$ cat src/verilog/spi_phy_pkg.sv
/* serial side types: byte, divider counter and engine states */
`default_nettype none

package spi_phy_pkg;

    typedef logic [7:0] spi_byte_t;                   // one serial frame
    typedef logic [3:0] spi_cdiv_t;                   // half bit divider

    // engine sequence, one half bit per tick after st_lead
    typedef enum logic [2:0] {
        st_off,                                       // core disabled
        st_idle,                                      // waiting for tx data
        st_lead,                                      // lead-in half bit
        st_phase1,                                    // sample edge
        st_phase2                                     // shift edge
    } spi_state_e;

endpackage

`default_nettype wire

$ cat src/verilog/spi_regs_pkg.sv
/* SPI controller register map: bus word and address types, register
   addresses, control word bit positions, writable mask, control struct */
`default_nettype none

package spi_regs_pkg;

    typedef logic [31:0] spi_word_t;                  // bus data word
    typedef logic [0:0]  spi_addr_t;                  // word address

    localparam spi_addr_t spi_ctrl_addr = 1'b0;       // control/status
    localparam spi_addr_t spi_data_addr = 1'b1;       // tx push / rx pop

    // ------------------------------------------------------------------
    // control word bit positions
    localparam int spi_ctrl_en           = 0;         // r/w core enable
    localparam int spi_ctrl_cpha         = 1;         // r/w clock phase
    localparam int spi_ctrl_cpol         = 2;         // r/w clock polarity
    localparam int spi_ctrl_cs_sel_lsb   = 3;         // r/w chip select index
    localparam int spi_ctrl_cs_sel_msb   = 5;
    localparam int spi_ctrl_cs_en        = 6;         // r/w drive selected cs low
    localparam int spi_ctrl_cdiv_lsb     = 10;        // r/w half bit divider
    localparam int spi_ctrl_cdiv_msb     = 13;
    localparam int spi_ctrl_rx_avail     = 16;        // r/- rx fifo not empty
    localparam int spi_ctrl_tx_empty     = 17;        // r/- tx fifo empty
    localparam int spi_ctrl_tx_nhalf     = 18;        // r/- tx fifo below half
    localparam int spi_ctrl_tx_full      = 19;        // r/- tx fifo full
    localparam int spi_ctrl_irq_rx_avail = 20;        // r/w irq on rx data
    localparam int spi_ctrl_irq_tx_empty = 21;        // r/w irq on tx empty
    localparam int spi_ctrl_fifo_lsb     = 23;        // r/- log2 of fifo depth
    localparam int spi_ctrl_fifo_msb     = 26;
    localparam int spi_ctrl_busy         = 31;        // r/- engine or tx pending

    localparam spi_word_t spi_ctrl_wmask = 32'h0030_3C7F; // writable bits only

    // writable part of the control register
    typedef struct packed {
        logic       irq_tx_empty;
        logic       irq_rx_avail;
        logic [3:0] cdiv;
        logic       cs_en;
        logic [2:0] cs_sel;
        logic       cpol;
        logic       cpha;
        logic       enable;
    } spi_ctrl_t;

endpackage

`default_nettype wire

$ cat src/verilog/spi_fifo_if.sv
/* FIFO link between a producer, a consumer and the buffer itself */
`timescale 1ns/10ps
`default_nettype none

interface spi_fifo_if import spi_phy_pkg::*; ();

    logic      push;                                  // write strobe
    spi_byte_t wdata;                                 // write byte
    logic      pop;                                   // read strobe
    spi_byte_t rdata;                                 // read byte, cycle after pop
    logic      avail;                                 // at least one entry
    logic      free;                                  // at least one slot open
    logic      half;                                  // half full or more

    modport producer (
        output push, wdata,
        input  free, avail, half
    );

    modport consumer (
        output pop,
        input  rdata, avail
    );

    modport store (
        input  push, wdata, pop,
        output rdata, avail, free, half
    );

endinterface

`default_nettype wire

$ cat src/verilog/spi_ctrl_regs.sv
/* register block: control register, status read mux, data register
   access to the FIFOs, chip select decode and interrupt */
`timescale 1ns/10ps
`default_nettype none

module spi_ctrl_regs import spi_regs_pkg::*, spi_phy_pkg::*; #(
    parameter int FIFO_DEPTH = 4                      // reported as log2
) (
    input  wire          clk_i,
    input  wire          rstn_i,
    input  spi_addr_t    addr_i,
    input  wire          wren_i,                      // single cycle write
    input  wire          rden_i,                      // single cycle read
    input  spi_word_t    data_i,
    output spi_word_t    data_o,                      // zero outside ack
    output logic         ack_o,
    output spi_ctrl_t    ctrl_o,
    input  wire          busy_i,                      // engine mid-byte
    spi_fifo_if.producer tx_if,
    spi_fifo_if.consumer rx_if,
    output logic [7:0]   spi_csn_o,                   // active low selects
    output logic         irq_o
);

    localparam int FIFO_LOG2 = $clog2(FIFO_DEPTH);

    logic      rden_q;                                // read strobe, one cycle late
    spi_addr_t rd_addr_q;                             // address of pending read
    spi_word_t ctrl_word;                             // assembled control/status

    // ------------------------------------------------------------------
    // control register
    always_ff @(posedge clk_i or negedge rstn_i) begin
        if (!rstn_i) begin
            ctrl_o <= '0;
        end else if (wren_i && (addr_i == spi_ctrl_addr)) begin
            ctrl_o.enable       <= data_i[spi_ctrl_en];
            ctrl_o.cpha         <= data_i[spi_ctrl_cpha];
            ctrl_o.cpol         <= data_i[spi_ctrl_cpol];
            ctrl_o.cs_sel       <= data_i[spi_ctrl_cs_sel_msb:spi_ctrl_cs_sel_lsb];
            ctrl_o.cs_en        <= data_i[spi_ctrl_cs_en];
            ctrl_o.cdiv         <= data_i[spi_ctrl_cdiv_msb:spi_ctrl_cdiv_lsb];
            ctrl_o.irq_rx_avail <= data_i[spi_ctrl_irq_rx_avail];
            ctrl_o.irq_tx_empty <= data_i[spi_ctrl_irq_tx_empty];
        end
    end

    // data register goes straight to the FIFOs
    assign tx_if.push  = wren_i & (addr_i == spi_data_addr);
    assign tx_if.wdata = spi_byte_t'(data_i[7:0]);
    assign rx_if.pop   = rden_i & (addr_i == spi_data_addr);

    // status view
    always_comb begin
        ctrl_word = '0;
        ctrl_word[spi_ctrl_en]                             = ctrl_o.enable;
        ctrl_word[spi_ctrl_cpha]                           = ctrl_o.cpha;
        ctrl_word[spi_ctrl_cpol]                           = ctrl_o.cpol;
        ctrl_word[spi_ctrl_cs_sel_msb:spi_ctrl_cs_sel_lsb] = ctrl_o.cs_sel;
        ctrl_word[spi_ctrl_cs_en]                          = ctrl_o.cs_en;
        ctrl_word[spi_ctrl_cdiv_msb:spi_ctrl_cdiv_lsb]     = ctrl_o.cdiv;
        ctrl_word[spi_ctrl_rx_avail]                       = rx_if.avail;
        ctrl_word[spi_ctrl_tx_empty]                       = ~tx_if.avail;
        ctrl_word[spi_ctrl_tx_nhalf]                       = ~tx_if.half;
        ctrl_word[spi_ctrl_tx_full]                        = ~tx_if.free;
        ctrl_word[spi_ctrl_irq_rx_avail]                   = ctrl_o.irq_rx_avail;
        ctrl_word[spi_ctrl_irq_tx_empty]                   = ctrl_o.irq_tx_empty;
        ctrl_word[spi_ctrl_fifo_msb:spi_ctrl_fifo_lsb]     = 4'(FIFO_LOG2);
        ctrl_word[spi_ctrl_busy]                           = busy_i | tx_if.avail;
    end

    // ------------------------------------------------------------------
    // bus response, reads wait one cycle for the rx FIFO read port
    always_ff @(posedge clk_i) begin
        if (rden_i) rd_addr_q <= addr_i;
    end

    always_ff @(posedge clk_i or negedge rstn_i) begin
        if (!rstn_i) begin
            rden_q <= 1'b0;
            ack_o  <= 1'b0;
            data_o <= '0;
        end else begin
            rden_q <= rden_i;
            ack_o  <= rden_q | wren_i;                // write +1, read +2
            if (!rden_q) data_o <= '0;
            else if (rd_addr_q == spi_ctrl_addr) data_o <= ctrl_word;
            else data_o <= spi_word_t'(rx_if.rdata);  // zero extended byte
        end
    end

    // ------------------------------------------------------------------
    // chip select and interrupt
    always_ff @(posedge clk_i or negedge rstn_i) begin
        if (!rstn_i) begin
            spi_csn_o <= '1;
            irq_o     <= 1'b0;
        end else begin
            spi_csn_o <= '1;                          // all released
            if (ctrl_o.cs_en && ctrl_o.enable) spi_csn_o[ctrl_o.cs_sel] <= 1'b0;
            irq_o <= ctrl_o.enable &
                     ((ctrl_o.irq_rx_avail & rx_if.avail) |
                      (ctrl_o.irq_tx_empty & ~tx_if.avail));
        end
    end

endmodule

`default_nettype wire

$ cat src/verilog/spi_engine.sv
/* serial engine: half bit divider and shift FSM for all four
   cpol/cpha modes, MSB first, tx FIFO in and rx FIFO out */
`timescale 1ns/10ps
`default_nettype none

module spi_engine import spi_regs_pkg::*, spi_phy_pkg::*; (
    input  wire          clk_i,
    input  wire          rstn_i,
    input  spi_ctrl_t    ctrl_i,
    spi_fifo_if.consumer tx_if,
    spi_fifo_if.producer rx_if,
    output logic         busy_o,                      // byte in flight
    output logic         spi_clk_o,
    output logic         spi_dat_o,
    input  wire          spi_dat_i
);

    spi_cdiv_t  cdiv_cnt;                             // divider counter
    logic       tick;                                 // one per half bit
    spi_state_e state;
    logic       start_q;                              // pop seen, rdata next
    spi_byte_t  sreg;                                 // shift register
    logic [3:0] bitcnt;                               // bits sampled so far
    logic       sdi_q;                                // sampled input bit
    logic       done_q;                               // byte complete

    // ------------------------------------------------------------------
    // half bit divider, tick every cdiv+1 cycles
    always_ff @(posedge clk_i or negedge rstn_i) begin
        if (!rstn_i) begin
            cdiv_cnt <= '0;
            tick     <= 1'b0;
        end else if (!ctrl_i.enable) begin
            cdiv_cnt <= '0;                           // restart on enable
            tick     <= 1'b0;
        end else if (cdiv_cnt == spi_cdiv_t'(ctrl_i.cdiv)) begin
            cdiv_cnt <= '0;
            tick     <= 1'b1;
        end else begin
            cdiv_cnt <= cdiv_cnt + 1'b1;
            tick     <= 1'b0;
        end
    end

    // fetch next byte only when idle and no fetch in progress
    assign tx_if.pop = (state == st_idle) & tx_if.avail & ~start_q;

    // ------------------------------------------------------------------
    // shift FSM
    always_ff @(posedge clk_i or negedge rstn_i) begin
        if (!rstn_i) begin
            state     <= st_off;
            start_q   <= 1'b0;
            done_q    <= 1'b0;
            spi_clk_o <= 1'b0;
            sreg      <= '0;
            bitcnt    <= '0;
            sdi_q     <= 1'b0;
        end else begin
            start_q <= tx_if.pop;
            done_q  <= 1'b0;
            if (!ctrl_i.enable) begin
                state     <= st_off;                  // abort any byte
                spi_clk_o <= ctrl_i.cpol;
                sreg      <= '0;
            end else begin
                case (state)
                    st_off: begin
                        spi_clk_o <= ctrl_i.cpol;
                        sreg      <= '0;
                        state     <= st_idle;
                    end
                    st_idle: begin
                        spi_clk_o <= ctrl_i.cpol;     // rest level
                        bitcnt    <= '0;
                        if (start_q) begin
                            sreg  <= tx_if.rdata;     // first bit on line now
                            state <= st_lead;
                        end
                    end
                    st_lead: begin
                        if (tick) begin
                            if (ctrl_i.cpha) spi_clk_o <= ~ctrl_i.cpol; // leading edge early
                            state <= st_phase1;
                        end
                    end
                    st_phase1: begin
                        if (tick) begin
                            spi_clk_o <= ~(ctrl_i.cpha ^ ctrl_i.cpol);
                            sdi_q     <= spi_dat_i;   // sample
                            bitcnt    <= bitcnt + 1'b1;
                            state     <= st_phase2;
                        end
                    end
                    st_phase2: begin
                        if (tick) begin
                            sreg <= {sreg[6:0], sdi_q}; // next bit out, sample in
                            if (bitcnt[3]) begin
                                spi_clk_o <= ctrl_i.cpol;
                                done_q    <= 1'b1;
                                state     <= st_idle;
                            end else begin
                                spi_clk_o <= ctrl_i.cpha ^ ctrl_i.cpol;
                                state     <= st_phase1;
                            end
                        end
                    end
                    default: state <= st_off;
                endcase
            end
        end
    end

    // received byte out, lost if rx FIFO is full
    assign rx_if.push  = done_q;
    assign rx_if.wdata = sreg;

    assign busy_o    = (state == st_lead) | (state == st_phase1) | (state == st_phase2);
    assign spi_dat_o = sreg[7];                       // MSB first

endmodule

`default_nettype wire

$ cat src/verilog/spi_fifo.sv
/* byte ring buffer with registered read, fill level flags and
   clear while the core is disabled */
`timescale 1ns/10ps
`default_nettype none

module spi_fifo import spi_phy_pkg::*, spi_regs_pkg::*; #(
    parameter int FIFO_DEPTH = 4                      // power of two, 1..32768
) (
    input  wire       clk_i,
    input  wire       rstn_i,
    input  spi_ctrl_t ctrl_i,                         // only enable used
    spi_fifo_if.store fifo
);

    localparam int PW       = (FIFO_DEPTH > 1) ? $clog2(FIFO_DEPTH) : 1;
    localparam int CW       = $clog2(FIFO_DEPTH + 1);
    localparam int HALF_LVL = (FIFO_DEPTH + 1) / 2;

    spi_byte_t         mem [FIFO_DEPTH];              // storage
    logic [PW-1:0]     wr_ptr, rd_ptr;
    logic [CW-1:0]     count;                         // fill level
    logic              we, re;

    assign we = fifo.push & fifo.free;                // drop when full
    assign re = fifo.pop & fifo.avail;                // ignore when empty

    // pointers and level
    always_ff @(posedge clk_i or negedge rstn_i) begin
        if (!rstn_i) begin
            wr_ptr <= '0;
            rd_ptr <= '0;
            count  <= '0;
        end else if (!ctrl_i.enable) begin
            wr_ptr <= '0;                             // flush
            rd_ptr <= '0;
            count  <= '0;
        end else begin
            if (we) wr_ptr <= (wr_ptr == PW'(FIFO_DEPTH - 1)) ? '0 : wr_ptr + 1'b1;
            if (re) rd_ptr <= (rd_ptr == PW'(FIFO_DEPTH - 1)) ? '0 : rd_ptr + 1'b1;
            if (we && !re) count <= count + 1'b1;
            else if (re && !we) count <= count - 1'b1;
        end
    end

    always_ff @(posedge clk_i) begin
        if (we) mem[wr_ptr] <= fifo.wdata;
        if (re) fifo.rdata <= mem[rd_ptr];            // valid next cycle
    end

    assign fifo.avail = (count != '0);
    assign fifo.free  = (count != CW'(FIFO_DEPTH));
    assign fifo.half  = (count >= CW'(HALF_LVL));

endmodule

`default_nettype wire

$ cat src/verilog/spi_top.sv
/* SPI controller top: register block, tx and rx FIFOs, serial engine */
`timescale 1ns/10ps
`default_nettype none

module spi_top import spi_regs_pkg::*; #(
    parameter int FIFO_DEPTH = 4                      // power of two, 1..32768
) (
    input  wire        clk_i,
    input  wire        rstn_i,                        // async, active low
    input  spi_addr_t  addr_i,
    input  wire        wren_i,
    input  wire        rden_i,
    input  spi_word_t  data_i,
    output spi_word_t  data_o,
    output logic       ack_o,
    output logic       spi_clk_o,
    output logic       spi_dat_o,                     // controller out
    input  wire        spi_dat_i,                     // controller in
    output logic [7:0] spi_csn_o,
    output logic       irq_o
);

    spi_ctrl_t ctrl;                                  // live control fields
    logic      busy;                                  // engine mid-byte

    spi_fifo_if tx_if ();                             // regs -> engine
    spi_fifo_if rx_if ();                             // engine -> regs

    // ------------------------------------------------------------------
    spi_ctrl_regs #(
        .FIFO_DEPTH (FIFO_DEPTH)
    ) spi_ctrl_regs_i (
        .clk_i     (clk_i),
        .rstn_i    (rstn_i),
        .addr_i    (addr_i),
        .wren_i    (wren_i),
        .rden_i    (rden_i),
        .data_i    (data_i),
        .data_o    (data_o),
        .ack_o     (ack_o),
        .ctrl_o    (ctrl),
        .busy_i    (busy),
        .tx_if     (tx_if),
        .rx_if     (rx_if),
        .spi_csn_o (spi_csn_o),
        .irq_o     (irq_o)
    );

    spi_fifo #(.FIFO_DEPTH(FIFO_DEPTH)) tx_fifo_i (
        .clk_i  (clk_i),
        .rstn_i (rstn_i),
        .ctrl_i (ctrl),
        .fifo   (tx_if)
    );

    spi_fifo #(.FIFO_DEPTH(FIFO_DEPTH)) rx_fifo_i (
        .clk_i  (clk_i),
        .rstn_i (rstn_i),
        .ctrl_i (ctrl),
        .fifo   (rx_if)
    );

    spi_engine spi_engine_i (
        .clk_i     (clk_i),
        .rstn_i    (rstn_i),
        .ctrl_i    (ctrl),
        .tx_if     (tx_if),
        .rx_if     (rx_if),
        .busy_o    (busy),
        .spi_clk_o (spi_clk_o),
        .spi_dat_o (spi_dat_o),
        .spi_dat_i (spi_dat_i)
    );

endmodule

`default_nettype wire
$ cat config.mk
export PLATFORM = sky130hd
export DESIGN_NAME = spi_top
export DESIGN_NICKNAME = d
export VERILOG_FILES = /design/src/verilog/spi_phy_pkg.sv /design/src/verilog/spi_regs_pkg.sv /design/src/verilog/spi_fifo_if.sv /design/src/verilog/spi_ctrl_regs.sv /design/src/verilog/spi_engine.sv /design/src/verilog/spi_fifo.sv /design/src/verilog/spi_top.sv
export SDC_FILE = /design/constraint.sdc
export NUM_CORES = 1
export LEC_CHECK = 0
export ABC_AREA = 0
export BUFFER_PORTS_ARGS = -buffer_cell sky130_fd_sc_hd__buf_4
export CAP_MARGIN = 20
export CORE_UTILIZATION = 27
export DETAILED_ROUTE_END_ITERATION = 10
export HOLD_SLACK_MARGIN = 0.06
export PLACE_DENSITY = 0.39
export SLEW_MARGIN = 20
export SYNTH_ARGS = -nofsm -noshare
export SYNTH_HDL_FRONTEND = slang
export SYNTH_HIERARCHICAL = 1
export SYNTH_SLANG_ARGS = --single-unit
$ cat constraint.sdc
create_clock -name clk_i -period 8.5 [get_ports clk_i]
set_clock_uncertainty 0.15 [all_clocks]
set_input_delay 1.275 -clock clk_i [delete_from_list [all_inputs] [get_ports clk_i]]
set_output_delay 1.275 -clock clk_i [all_outputs]
set_load 0.05 [all_outputs]
After elaboration in Yosys (flattened, before gate mapping)
Memory sizes are Yosys's and may differ from the RTL's. A register that Yosys moved wholly into a read port is not among the register bits.
Cells that the tools add are included.
W data, S select, Z words.
{"block": "op_classes", "n_eq_ne": 25, "bitwise": 25, "n_addsub": 10, "muxes": 55, "n_reduce_logical": 21, "n_lt_le_gt_ge": 3}
{"operator": "$mux W32", "count": 2}
{"operator": "$mux W3", "count": 11}
{"operator": "$mux W8", "count": 4}
{"operator": "$mux W2", "count": 13}
{"operator": "$pmux W8 S3", "count": 1}
{"operator": "$mux W1", "count": 17}
{"operator": "$pmux W3 S5", "count": 1}
{"operator": "$mux W4", "count": 3}
{"operator": "$ne A3 B2 Y1 const B", "count": 4}
{"operator": "$and A1 B1 Y1", "count": 11}
{"operator": "$ne A2 B1 Y1 const B", "count": 5}
{"operator": "$ne A3 B3 Y1 const B", "count": 3}
{"operator": "$reduce_and A3 Y1", "count": 3}
{"operator": "$add A2 B1 Y2 const B", "count": 4}
{"operator": "$add A4 B1 Y4 const B", "count": 2}
{"operator": "$eq A2 B2 Y1 const B", "count": 4}
{"operator": "$not A8 Y8", "count": 1}
{"operator": "$pmux W4 S2", "count": 1}
{"operator": "$logic_and A1 B1 Y1", "count": 7}
{"operator": "$not A1 Y1", "count": 7}
{"operator": "$add A3 B1 Y3 const B", "count": 2}
{"operator": "$eq A3 B2 Y1 const B", "count": 2}
{"operator": "$ne A3 B1 Y1 const B", "count": 2}
{"operator": "$reduce_bool A3 Y1", "count": 2}
{"operator": "other kinds (19)", "count": 27}
{"block": "totals", "ramBits": 64, "reg_bits": 95, "inputBits": 38, "n_memories": 2, "word_cells": 170}
{"name": "rx_fifo_i.mem", "depth": 4, "width": 8, "read_ports": 1, "rd_ports_with_merged_regs": 1, "wr": 1, "line": "spi_fifo.sv:19", "rtl": "spi_byte_t mem [FIFO_DEPTH];"}
{"name": "tx_fifo_i.mem", "depth": 4, "width": 8, "read_ports": 1, "rd_ports_with_merged_regs": 1, "wr": 1, "line": "spi_fifo.sv:19"}

Longest topological paths before layout
Gate-level depths: netlist of the first run.
{"block": "logic_depth", "depth_word": 8, "depth_mapped": 10, "mapped_depth_nobuf": 9}

Hierarchy
Netlist of the first run, hierarchy kept.
{"mod": "spi_fifo (rx_fifo_i)", "seq_area_each_um2": 1376.3, "instances": 1, "area_per_inst_um2": 1946.9, "cells_per_inst": 112}
{"mod": "spi_fifo (tx_fifo_i)", "seq_area_each_um2": 1376.3, "instances": 1, "area_per_inst_um2": 1924.3, "cells_per_inst": 111}
{"mod": "spi_ctrl_regs", "seq_area_each_um2": 1141.1, "instances": 1, "area_per_inst_um2": 1834.3, "cells_per_inst": 131}
{"mod": "spi_engine", "seq_area_each_um2": 600.6, "instances": 1, "area_per_inst_um2": 1325.0, "cells_per_inst": 126}

Worst setup path before layout of the first run
No wires, ideal clock.
{"block": "synth_timing", "path_kind": "reg2reg", "from": "register spi_engine_i.state[2]", "to": "register tx_fifo_i.count[1]", "slack_ps": 5407, "required_ps": 8256, "n_path_buf": 1, "setup_time_ps": 94, "t_arrival_ps": 2849, "synth_period_minus_slack_ps": 3093, "path_stages_with_launch": 11, "path_cell_list": "dfrtp_1 buf_2 nand2b_1 nor4b_1 nand2_1 inv_1 nor2_1 fa_1 a31oi_1 o21ai_0 a211oi_1"}
{"block": "synth_between", "elab_chain_cells": 8, "elab_cells_between_ends": 10, "cone_classes": "eq/ne (2); mux (2); bitwise (3); reduce/logical (3)"}
{"item": "from (decl)", "line": "spi_engine.sv:20", "rtl": "spi_state_e state;"}
{"item": "from (signal assigned)", "line": "spi_engine.sv:52", "rtl": "state <= st_off;"}
{"item": "from (signal assigned)", "line": "spi_engine.sv:63", "rtl": "state <= st_off;"}
{"item": "from (signal assigned)", "line": "spi_engine.sv:71", "rtl": "state <= st_idle;"}
{"item": "$eq A3 B1 Y1 (*)", "line": "spi_engine.sv:46", "rtl": "assign tx_if.pop = (state == st_idle) & tx_if.avail & ~start_q;"}
{"item": "$and A1 B1 Y1 (*) (2 in a row)", "line": "spi_engine.sv:46"}
{"item": "named net tx_if.pop", "line": "spi_fifo_if.sv:9", "rtl": "logic pop;"}
{"item": "$and A1 B1 Y1 (*)", "line": "spi_fifo.sv:25", "rtl": "assign re = fifo.pop & fifo.avail;"}
{"item": "named net tx_fifo_i.re", "line": "spi_fifo.sv:22", "rtl": "logic we, re;"}
{"item": "$logic_not A1 Y1", "line": "spi_fifo.sv:40", "rtl": "if (we && !re) count <= count + 1'b1;"}
{"item": "$logic_and A1 B1 Y1", "line": "spi_fifo.sv:40"}
{"item": "$mux W3", "line": "spi_fifo.sv:40"}
{"item": "$mux W3", "line": "spi_fifo.sv:33", "rtl": "end else if (!ctrl_i.enable) begin"}
{"item": "to (signal assigned)", "line": "spi_fifo.sv:40"}
{"item": "to (signal assigned)", "line": "spi_fifo.sv:41", "rtl": "else if (re && !we) count <= count - 1'b1;"}
{"item": "to (decl)", "line": "spi_fifo.sv:21", "rtl": "logic [CW-1:0] count;"}
The timed path passes the listed nets; every way through them passes the cells marked *.
A chain may end at the register's enable or synchronous reset.

Worst setup path in the final report of the first run
{"block": "layout_timing", "from": "register spi_engine_i.state[0]", "to": "register tx_fifo_i.count[1]"}
The elaborated chain is that of the path after synthesis.

==> results of run 1 <==
-- metal layers --
metal,global-route usage,vias up
li1,-,1809
met1,0.150,1970
met2,0.176,63
met3,0.0305,7
met4,0.0382,0
met5,0,-
-- power breakdown --
part,switching (W),total (W),internal [W]
Sequential,0.0000759,0.000984,0.000908
Combinational,0.000204,0.000343,0.000138
Clock,0.000332,0.000714,0.000382
-- registers in the layout, indices dropped and copies added, names as in the netlist, 3 cells and up --
name / flops
rx_fifo_i/count: 3
rx_fifo_i/fifo.rdata: 8
rx_fifo_i/mem: 32
spi_ctrl_regs_i/ctrl_o: 13
spi_ctrl_regs_i/data_o: 20
spi_ctrl_regs_i/spi_csn_o: 8
spi_engine_i/bitcnt: 4
spi_engine_i/cdiv_cnt: 4
spi_engine_i/rx_if.wdata: 8
spi_engine_i/state: 3
tx_fifo_i/count: 3
tx_fifo_i/fifo.rdata: 8
tx_fifo_i/mem: 32
-- cells in the final DEF, fill, tap and decap left out, drive strengths merged, types with 4 or more instances in the layout --
master  instances
mux2           22
and2           10
o21ai           8
dfstp           8
xnor2           7
a21boi          6
edfxtp         81
nor2           21
conb           12
inv            25
a21oi           8
or3             5
buf            53
and3           12
ha             11
nand3           6
nand2          30
dfrtp          74
nand4           4
mux4           16
clkbuf         17
clkinv          5
nor3            7
o21a            4
nor2b          11
nand2b          9
a22o            9
mux2i          12
-- final timing paths --
kind | startpoint | end | slack, ns | depth (start not counted)
max | spi_engine_i/state[0]$_DFFE_PN0P_ | tx_fifo_i/count[1]$_DFFE_PN0P_ | 4.95 | 9
min | rx_fifo_i/fifo.rdata[7]$_DFFE_PP_ | spi_ctrl_regs_i/data_o[7]$_DFF_PN0_ | 0.36 | 1
max reg2reg | spi_engine_i/state[0]$_DFFE_PN0P_ | tx_fifo_i/count[1]$_DFFE_PN0P_ | 4.95 | 9
min reg2reg | rx_fifo_i/fifo.rdata[7]$_DFFE_PP_ | spi_ctrl_regs_i/data_o[7]$_DFF_PN0_ | 0.36 | 1
max in group asynchronous | rstn_i | spi_ctrl_regs_i/ctrl_o[0]$_DFFE_PN0P_ | 6.53 | 2
min in group asynchronous | rstn_i | spi_ctrl_regs_i/data_o[13]$_DFF_PN0_ | 0.62 | 1
-- metrics by stage --
step / utilization / cells / area (sq um) / setup WS [ns]
final: 0.323 / 867 / 8170 / 4.95
after global routing: 0.323 / 867 / 8170 / 4.76
after CTS: 0.322 / 867 / 8160 / 4.51
after detailed placement: 0.301 / 836 / 7620 / 4.54
after global placement: 0.301 / 836 / 7620 / 4.82
after floorplan: - / 490 / 7070 / 5.41
-- final cells by class --
cell class / count / area [sq um] / share of cell area
timing repair buffer: 53 / 398 / 0.0487
sequential: 163 / 4490 / 0.550
inverter: 19 / 71.3 / 0.00873
clock buffer: 17 / 425 / 0.0521
tap: 330 / 413 / 0.0505
multi-input combinational: 271 / 2250 / 0.275
clock inverter: 14 / 121 / 0.0149
==> results.py, run 1 <==
metrics = {
    "worst_setup_path": {
        "critPathTopFamily": "simple AND/OR/NAND/NOR gates",
        "crit_path_top_delay_cell": "nor4b_2",
        "critPathCaptureType": "flop",
        "critPathLaunchType": "flop",
        "critical_path_required_ns": 8.68,
        "path_max_fanout": 13,
        "critPathBufInv": 1,
        "path_class": "flop to flop",
        "slowest_delay_ns": 0.66,
        "crit_chain": "nand2b_1 > nor4b_2 > nand2_1 > inv_1 > nor2_1 > fa_1 > a31oi_1 > o21ai_0 > a211oi_1",
        "crit_arrival_ns": 3.73,
    },
    "global_routing": {
        "grt_pass1_wl_microns": 22400,
        "grt_max_degree": 56,
        "antenna_found_initial": 0,
        "grt_pass1_vias": 3917,
        "gr-total-overflow": 0,
        "grt_usage": 0.113,
    },
    "placed_design": {
        "hpwl_microns": 9770,
        "port-buffer-count": 51,
        "gp_congestion": 0.771,
    },
    "cts": {
        "cts_setup_buffers": 0,
        "h-tree-depth": 4,
        "clk_path_buf_depth": 2,
        "path_clk_slew_ns": 0.07,
        "ctsResizeCount": 0,
        "clock_sinks": 163,
        "cts_tree": "done",
        "cts_hold_buf": 0,
        "cts_made_buffers": 17,
        "cts_root_buffer": "clkbuf_16",
        "clock_latency_ns": 0.42,
    },
    "sta": {
        "relSlewSlack": 0.529,
        "setup-tns-final_ns": 0,
        "maxSlewViolCount": 0,
        "setup_viol": 0,
        "final_hold_viol_count": 0,
        "worstMarginPinSlew_ns": 0.705,
        "rsz0062_at_grt": "false",
        "period_needed_ns": 3.55,
        "post-route-period-util": 0.418,
        "fmax_ghz": 0.282,
        "hold_slack_ns": 0.360,
    },
    "die": {
        "rows": 58,
        "io-pin-count": 82,
        "core_area_sq_um": 25300,
        "initial_utilization": 0.277,
        "dieArea_sq_um": 26700,
        "die_x_microns": 163,
        "die_h_microns": 163,
    },
    "detailed_routing": {
        "vias_per_cell": 4.44,
        "met1Wirelength_microns": 6610,
        "top_layer_used": "met4",
        "first_iter_violations": 168,
        "dr_wl_met2_microns": 6820,
        "wirelength_microns": 14100,
        "met3_length_microns": 532,
        "drc": 0,
        "first_pass_iters": 4,
        "wire_per_inst_microns": 16.3,
        "ant_nets": 0,
        "vias": 3849,
    },
    "final_layout": {
        "nets": 576,
        "drive_above_1_share": 0.266,
        "fillers": 2496,
        "area_growth_pct": 16.3,
        "antenna_cells": 0,
    },
    "synth": {
        "syn_area_sq_um": 7030,
        "syn_avg_cell_area_sq_um": 14.7,
        "yosysWarnings": 6,
        "synthCells": 479,
    },
    "power": {
        "p_total_w": 0.00204,
        "peakVddDrop_uv": 119,
        "leakagePower_nw": 3.25,
        "cellPowerDensity_nw_per_um2": 250,
    },
    "flow_run": {
        "drv_cap": 0,
    },
    "status": {
        "outcome": "completed",
    },
    "min_path": {
        "hp-class": "flop to flop",
    },
}
Note: power is estimated with default switching activity, not from simulation.
==> run 2: changes to the inputs <==
==> constraint.sdc (replaced) <==
create_clock -name clk_i -period 3.63 [get_ports clk_i]
set_clock_uncertainty 0.15 [all_clocks]
set_input_delay 0.5445 -clock clk_i [delete_from_list [all_inputs] [get_ports clk_i]]
set_output_delay 0.5445 -clock clk_i [all_outputs]
set_load 0.05 [all_outputs]
==> results.py, run 2 (synthesis gave the netlist of run 1 again) <==
metrics = {
    "worst_setup_path": {
        "reg2reg_slack_ns": 0.29,
        "slowest_delay_ns": 0.60,
        "r2r_cells": 9,
        "critPathBufInv": 1,
        "crit_path_top_delay_cell": "nor4b_2",
        "critPathLaunchType": "flop",
        "critical_path_required_ns": 3.81,
        "path_max_fanout": 13,
        "crit-reg2reg-launch": "spi_engine_i/state[0]$_DFFE_PN0P_",
        "critPathTopFamily": "simple AND/OR/NAND/NOR gates",
        "crit_arrival_ns": 3.52,
        "critPathCaptureType": "flop",
        "path_class": "flop to flop",
        "rr_endpoint": "tx_fifo_i/count[1]$_DFFE_PN0P_",
        "crit_chain": "nand2b_1 > nor4b_2 > nand2_1 > inv_1 > nor2_1 > fa_1 > a31oi_1 > o21ai_0 > a211oi_1",
    },
    "die": {
        "io-pin-count": 82,
        "core_area_sq_um": 25300,
        "rows": 58,
        "die_x_microns": 163,
        "initial_utilization": 0.277,
        "dieArea_sq_um": 26700,
        "die_h_microns": 163,
    },
    "cts": {
        "clock_sinks": 163,
        "clk_path_buf_depth": 2,
        "h-tree-depth": 4,
        "path_clk_slew_ns": 0.07,
        "cts_made_buffers": 17,
        "cts_setup_buffers": 0,
        "cts_root_buffer": "clkbuf_16",
        "cts_tree": "done",
        "clock_latency_ns": 0.42,
    },
    "sta": {
        "worstMarginPinSlew_ns": 0.730,
        "post-route-period-util": 0.921,
        "period_needed_ns": 3.34,
        "fmax_ghz": 0.299,
        "maxSlewViolCount": 0,
        "final_hold_viol_count": 0,
        "rsz0062_at_grt": "false",
        "setup_slack_ns": 0.286,
        "setup_viol": 0,
        "relSlewSlack": 0.513,
        "setup-tns-final_ns": 0,
    },
    "power": {
        "seqPwrFrac": 0.456,
        "p_switching_w": 0.00140,
        "intPower_w": 0.00363,
        "comb_power_share": 0.164,
        "peakVddDrop_uv": 291,
        "cellPowerDensity_nw_per_um2": 607,
        "swShare": 0.279,
        "p_clk_frac": 0.380,
        "leakagePower_nw": 3.31,
    },
    "global_routing": {
        "antenna_found_initial": 0,
        "gr-total-overflow": 0,
        "grt_pass1_wl_microns": 22600,
        "grt_usage": 0.114,
        "grt_pass1_vias": 3994,
        "grt_max_degree": 59,
    },
    "min_path": {
        "hp-class": "input port to async pin",
    },
    "detailed_routing": {
        "vias_per_cell": 4.40,
        "drc": 0,
        "ant_nets": 0,
        "first_pass_iters": 4,
        "vias": 3841,
        "wirelength_microns": 13900,
        "first_iter_violations": 191,
        "wire_per_inst_microns": 15.9,
    },
    "final_layout": {
        "nets": 580,
        "reg_top3": "rx_fifo_i/mem x32, tx_fifo_i/mem x32, spi_ctrl_regs_i/data_o x20",
        "fillers": 2498,
        "final_core_util": 0.327,
        "area_growth_pct": 17.9,
        "final_area_sq_um": 8290,
        "drive_above_1_share": 0.271,
        "final_common_cell": "edfxtp_1",
        "layout_common_cells": "81 x edfxtp_1, 74 x dfrtp_1, 57 x buf_4",
    },
    "placed_design": {
        "hpwl_microns": 9770,
        "port-buffer-count": 51,
        "pre_cts_slack_ns": -0.0940,
        "dpl_cell_area_sq_um": 7650,
        "gp_congestion": 0.731,
    },
    "status": {
        "outcome": "completed",
    },
    "flow_run": {
        "drv_cap": 0,
    },
}
-- run 2: changes by cell type in the layout (fill, tap and decap cells not counted) --
cell	before	now
buf_4	53	57
bufinv_16	0	4
inv_8	3	1
clkbuf_1	0	1
clkinv_4	3	2
diode_2	0	1
inv_6	4	3
-- run 2: metrics by stage --
| stage | instances | hold slack [ns] | total power (W) |
|---|---|---|---|
| 3_3_place_gp | 840 | 0.349 | 0.00315 |
| 2_1_floorplan | 490 | 0.0989 | 0.00291 |
| 5_1_grt | 872 | 0.0929 | 0.00528 |
| 4_1_cts | 872 | 0.0603 | 0.00511 |
| 6_report | 873 | 0.0376 | 0.00503 |
| 3_5_place_dp | 840 | 0.354 | 0.00317 |
-- run 2: metal layers --
layer / wire length (microns) / up-vias / global-route usage
li1: - / 1816 / -
met1: 6560 / 1949 / 0.153
met2: 6610 / 68 / 0.177
met3: 581 / 8 / 0.0289
met4: 121 / 0 / 0.0357
met5: 0 / - / 0
-- run 2: what timing repair did --
action	4_1_cts	5_1_grt
hold buffers	0	0
endpoints found under the hold margin	0	0
gates resized for setup	1	0
setup endpoints to repair	2	0
-- run 2: how the worst max path moves through the flow --
stage                                            startpoint  depth (start not counted)                             end
final                     spi_engine_i/state[0]$_DFFE_PN0P_                          9  tx_fifo_i/count[1]$_DFFE_PN0P_
after global routing      spi_engine_i/state[0]$_DFFE_PN0P_                          9  tx_fifo_i/count[1]$_DFFE_PN0P_
after global placement    spi_engine_i/state[0]$_DFFE_PN0P_                          9  tx_fifo_i/count[1]$_DFFE_PN0P_
after CTS                 spi_engine_i/state[0]$_DFFE_PN0P_                          9  tx_fifo_i/count[2]$_DFFE_PN0P_
after detailed placement  spi_engine_i/state[0]$_DFFE_PN0P_                          9  tx_fifo_i/count[2]$_DFFE_PN0P_
after floorplan           spi_engine_i/state[2]$_DFFE_PN0P_                         10  tx_fifo_i/count[1]$_DFFE_PN0P_
-- run 2: area by class of cell --
type | instances | area [sq um] | area share
Tap cell | 330 | 413 | 0.0498
Sequential cell | 163 | 4490 | 0.542
Timing Repair Buffer | 57 | 428 | 0.0516
Clock buffer | 18 | 429 | 0.0518
Multi-Input combinational cell | 271 | 2250 | 0.271
Clock inverter | 14 | 201 | 0.0243
Antenna cell | 1 | 2.50 | 0.000302
Inverter | 19 | 71.3 | 0.00861
-- run 2: power by group through the flow --
stage / Sequential (W) / Combinational, W / Clock (W)
after global routing: 0.00232 / 0.000902 / 0.00206
after detailed placement: 0.00234 / 0.000832 / 0
after floorplan: 0.00239 / 0.000524 / 0
after global placement: 0.00233 / 0.000823 / 0
after CTS: 0.00230 / 0.000840 / 0.00197
final: 0.00230 / 0.000825 / 0.00191
-- run 2: worst register-to-register path: stages (launching register included) --
cell,delay [ns]
dfrtp_1,0.56
nand2b_1,0.17
nor4b_2,0.60
nand2_1,0.29
inv_1,0.39
nor2_1,0.11
fa_1,0.49
a31oi_1,0.15
o21ai_0,0.10
a211oi_1,0.24
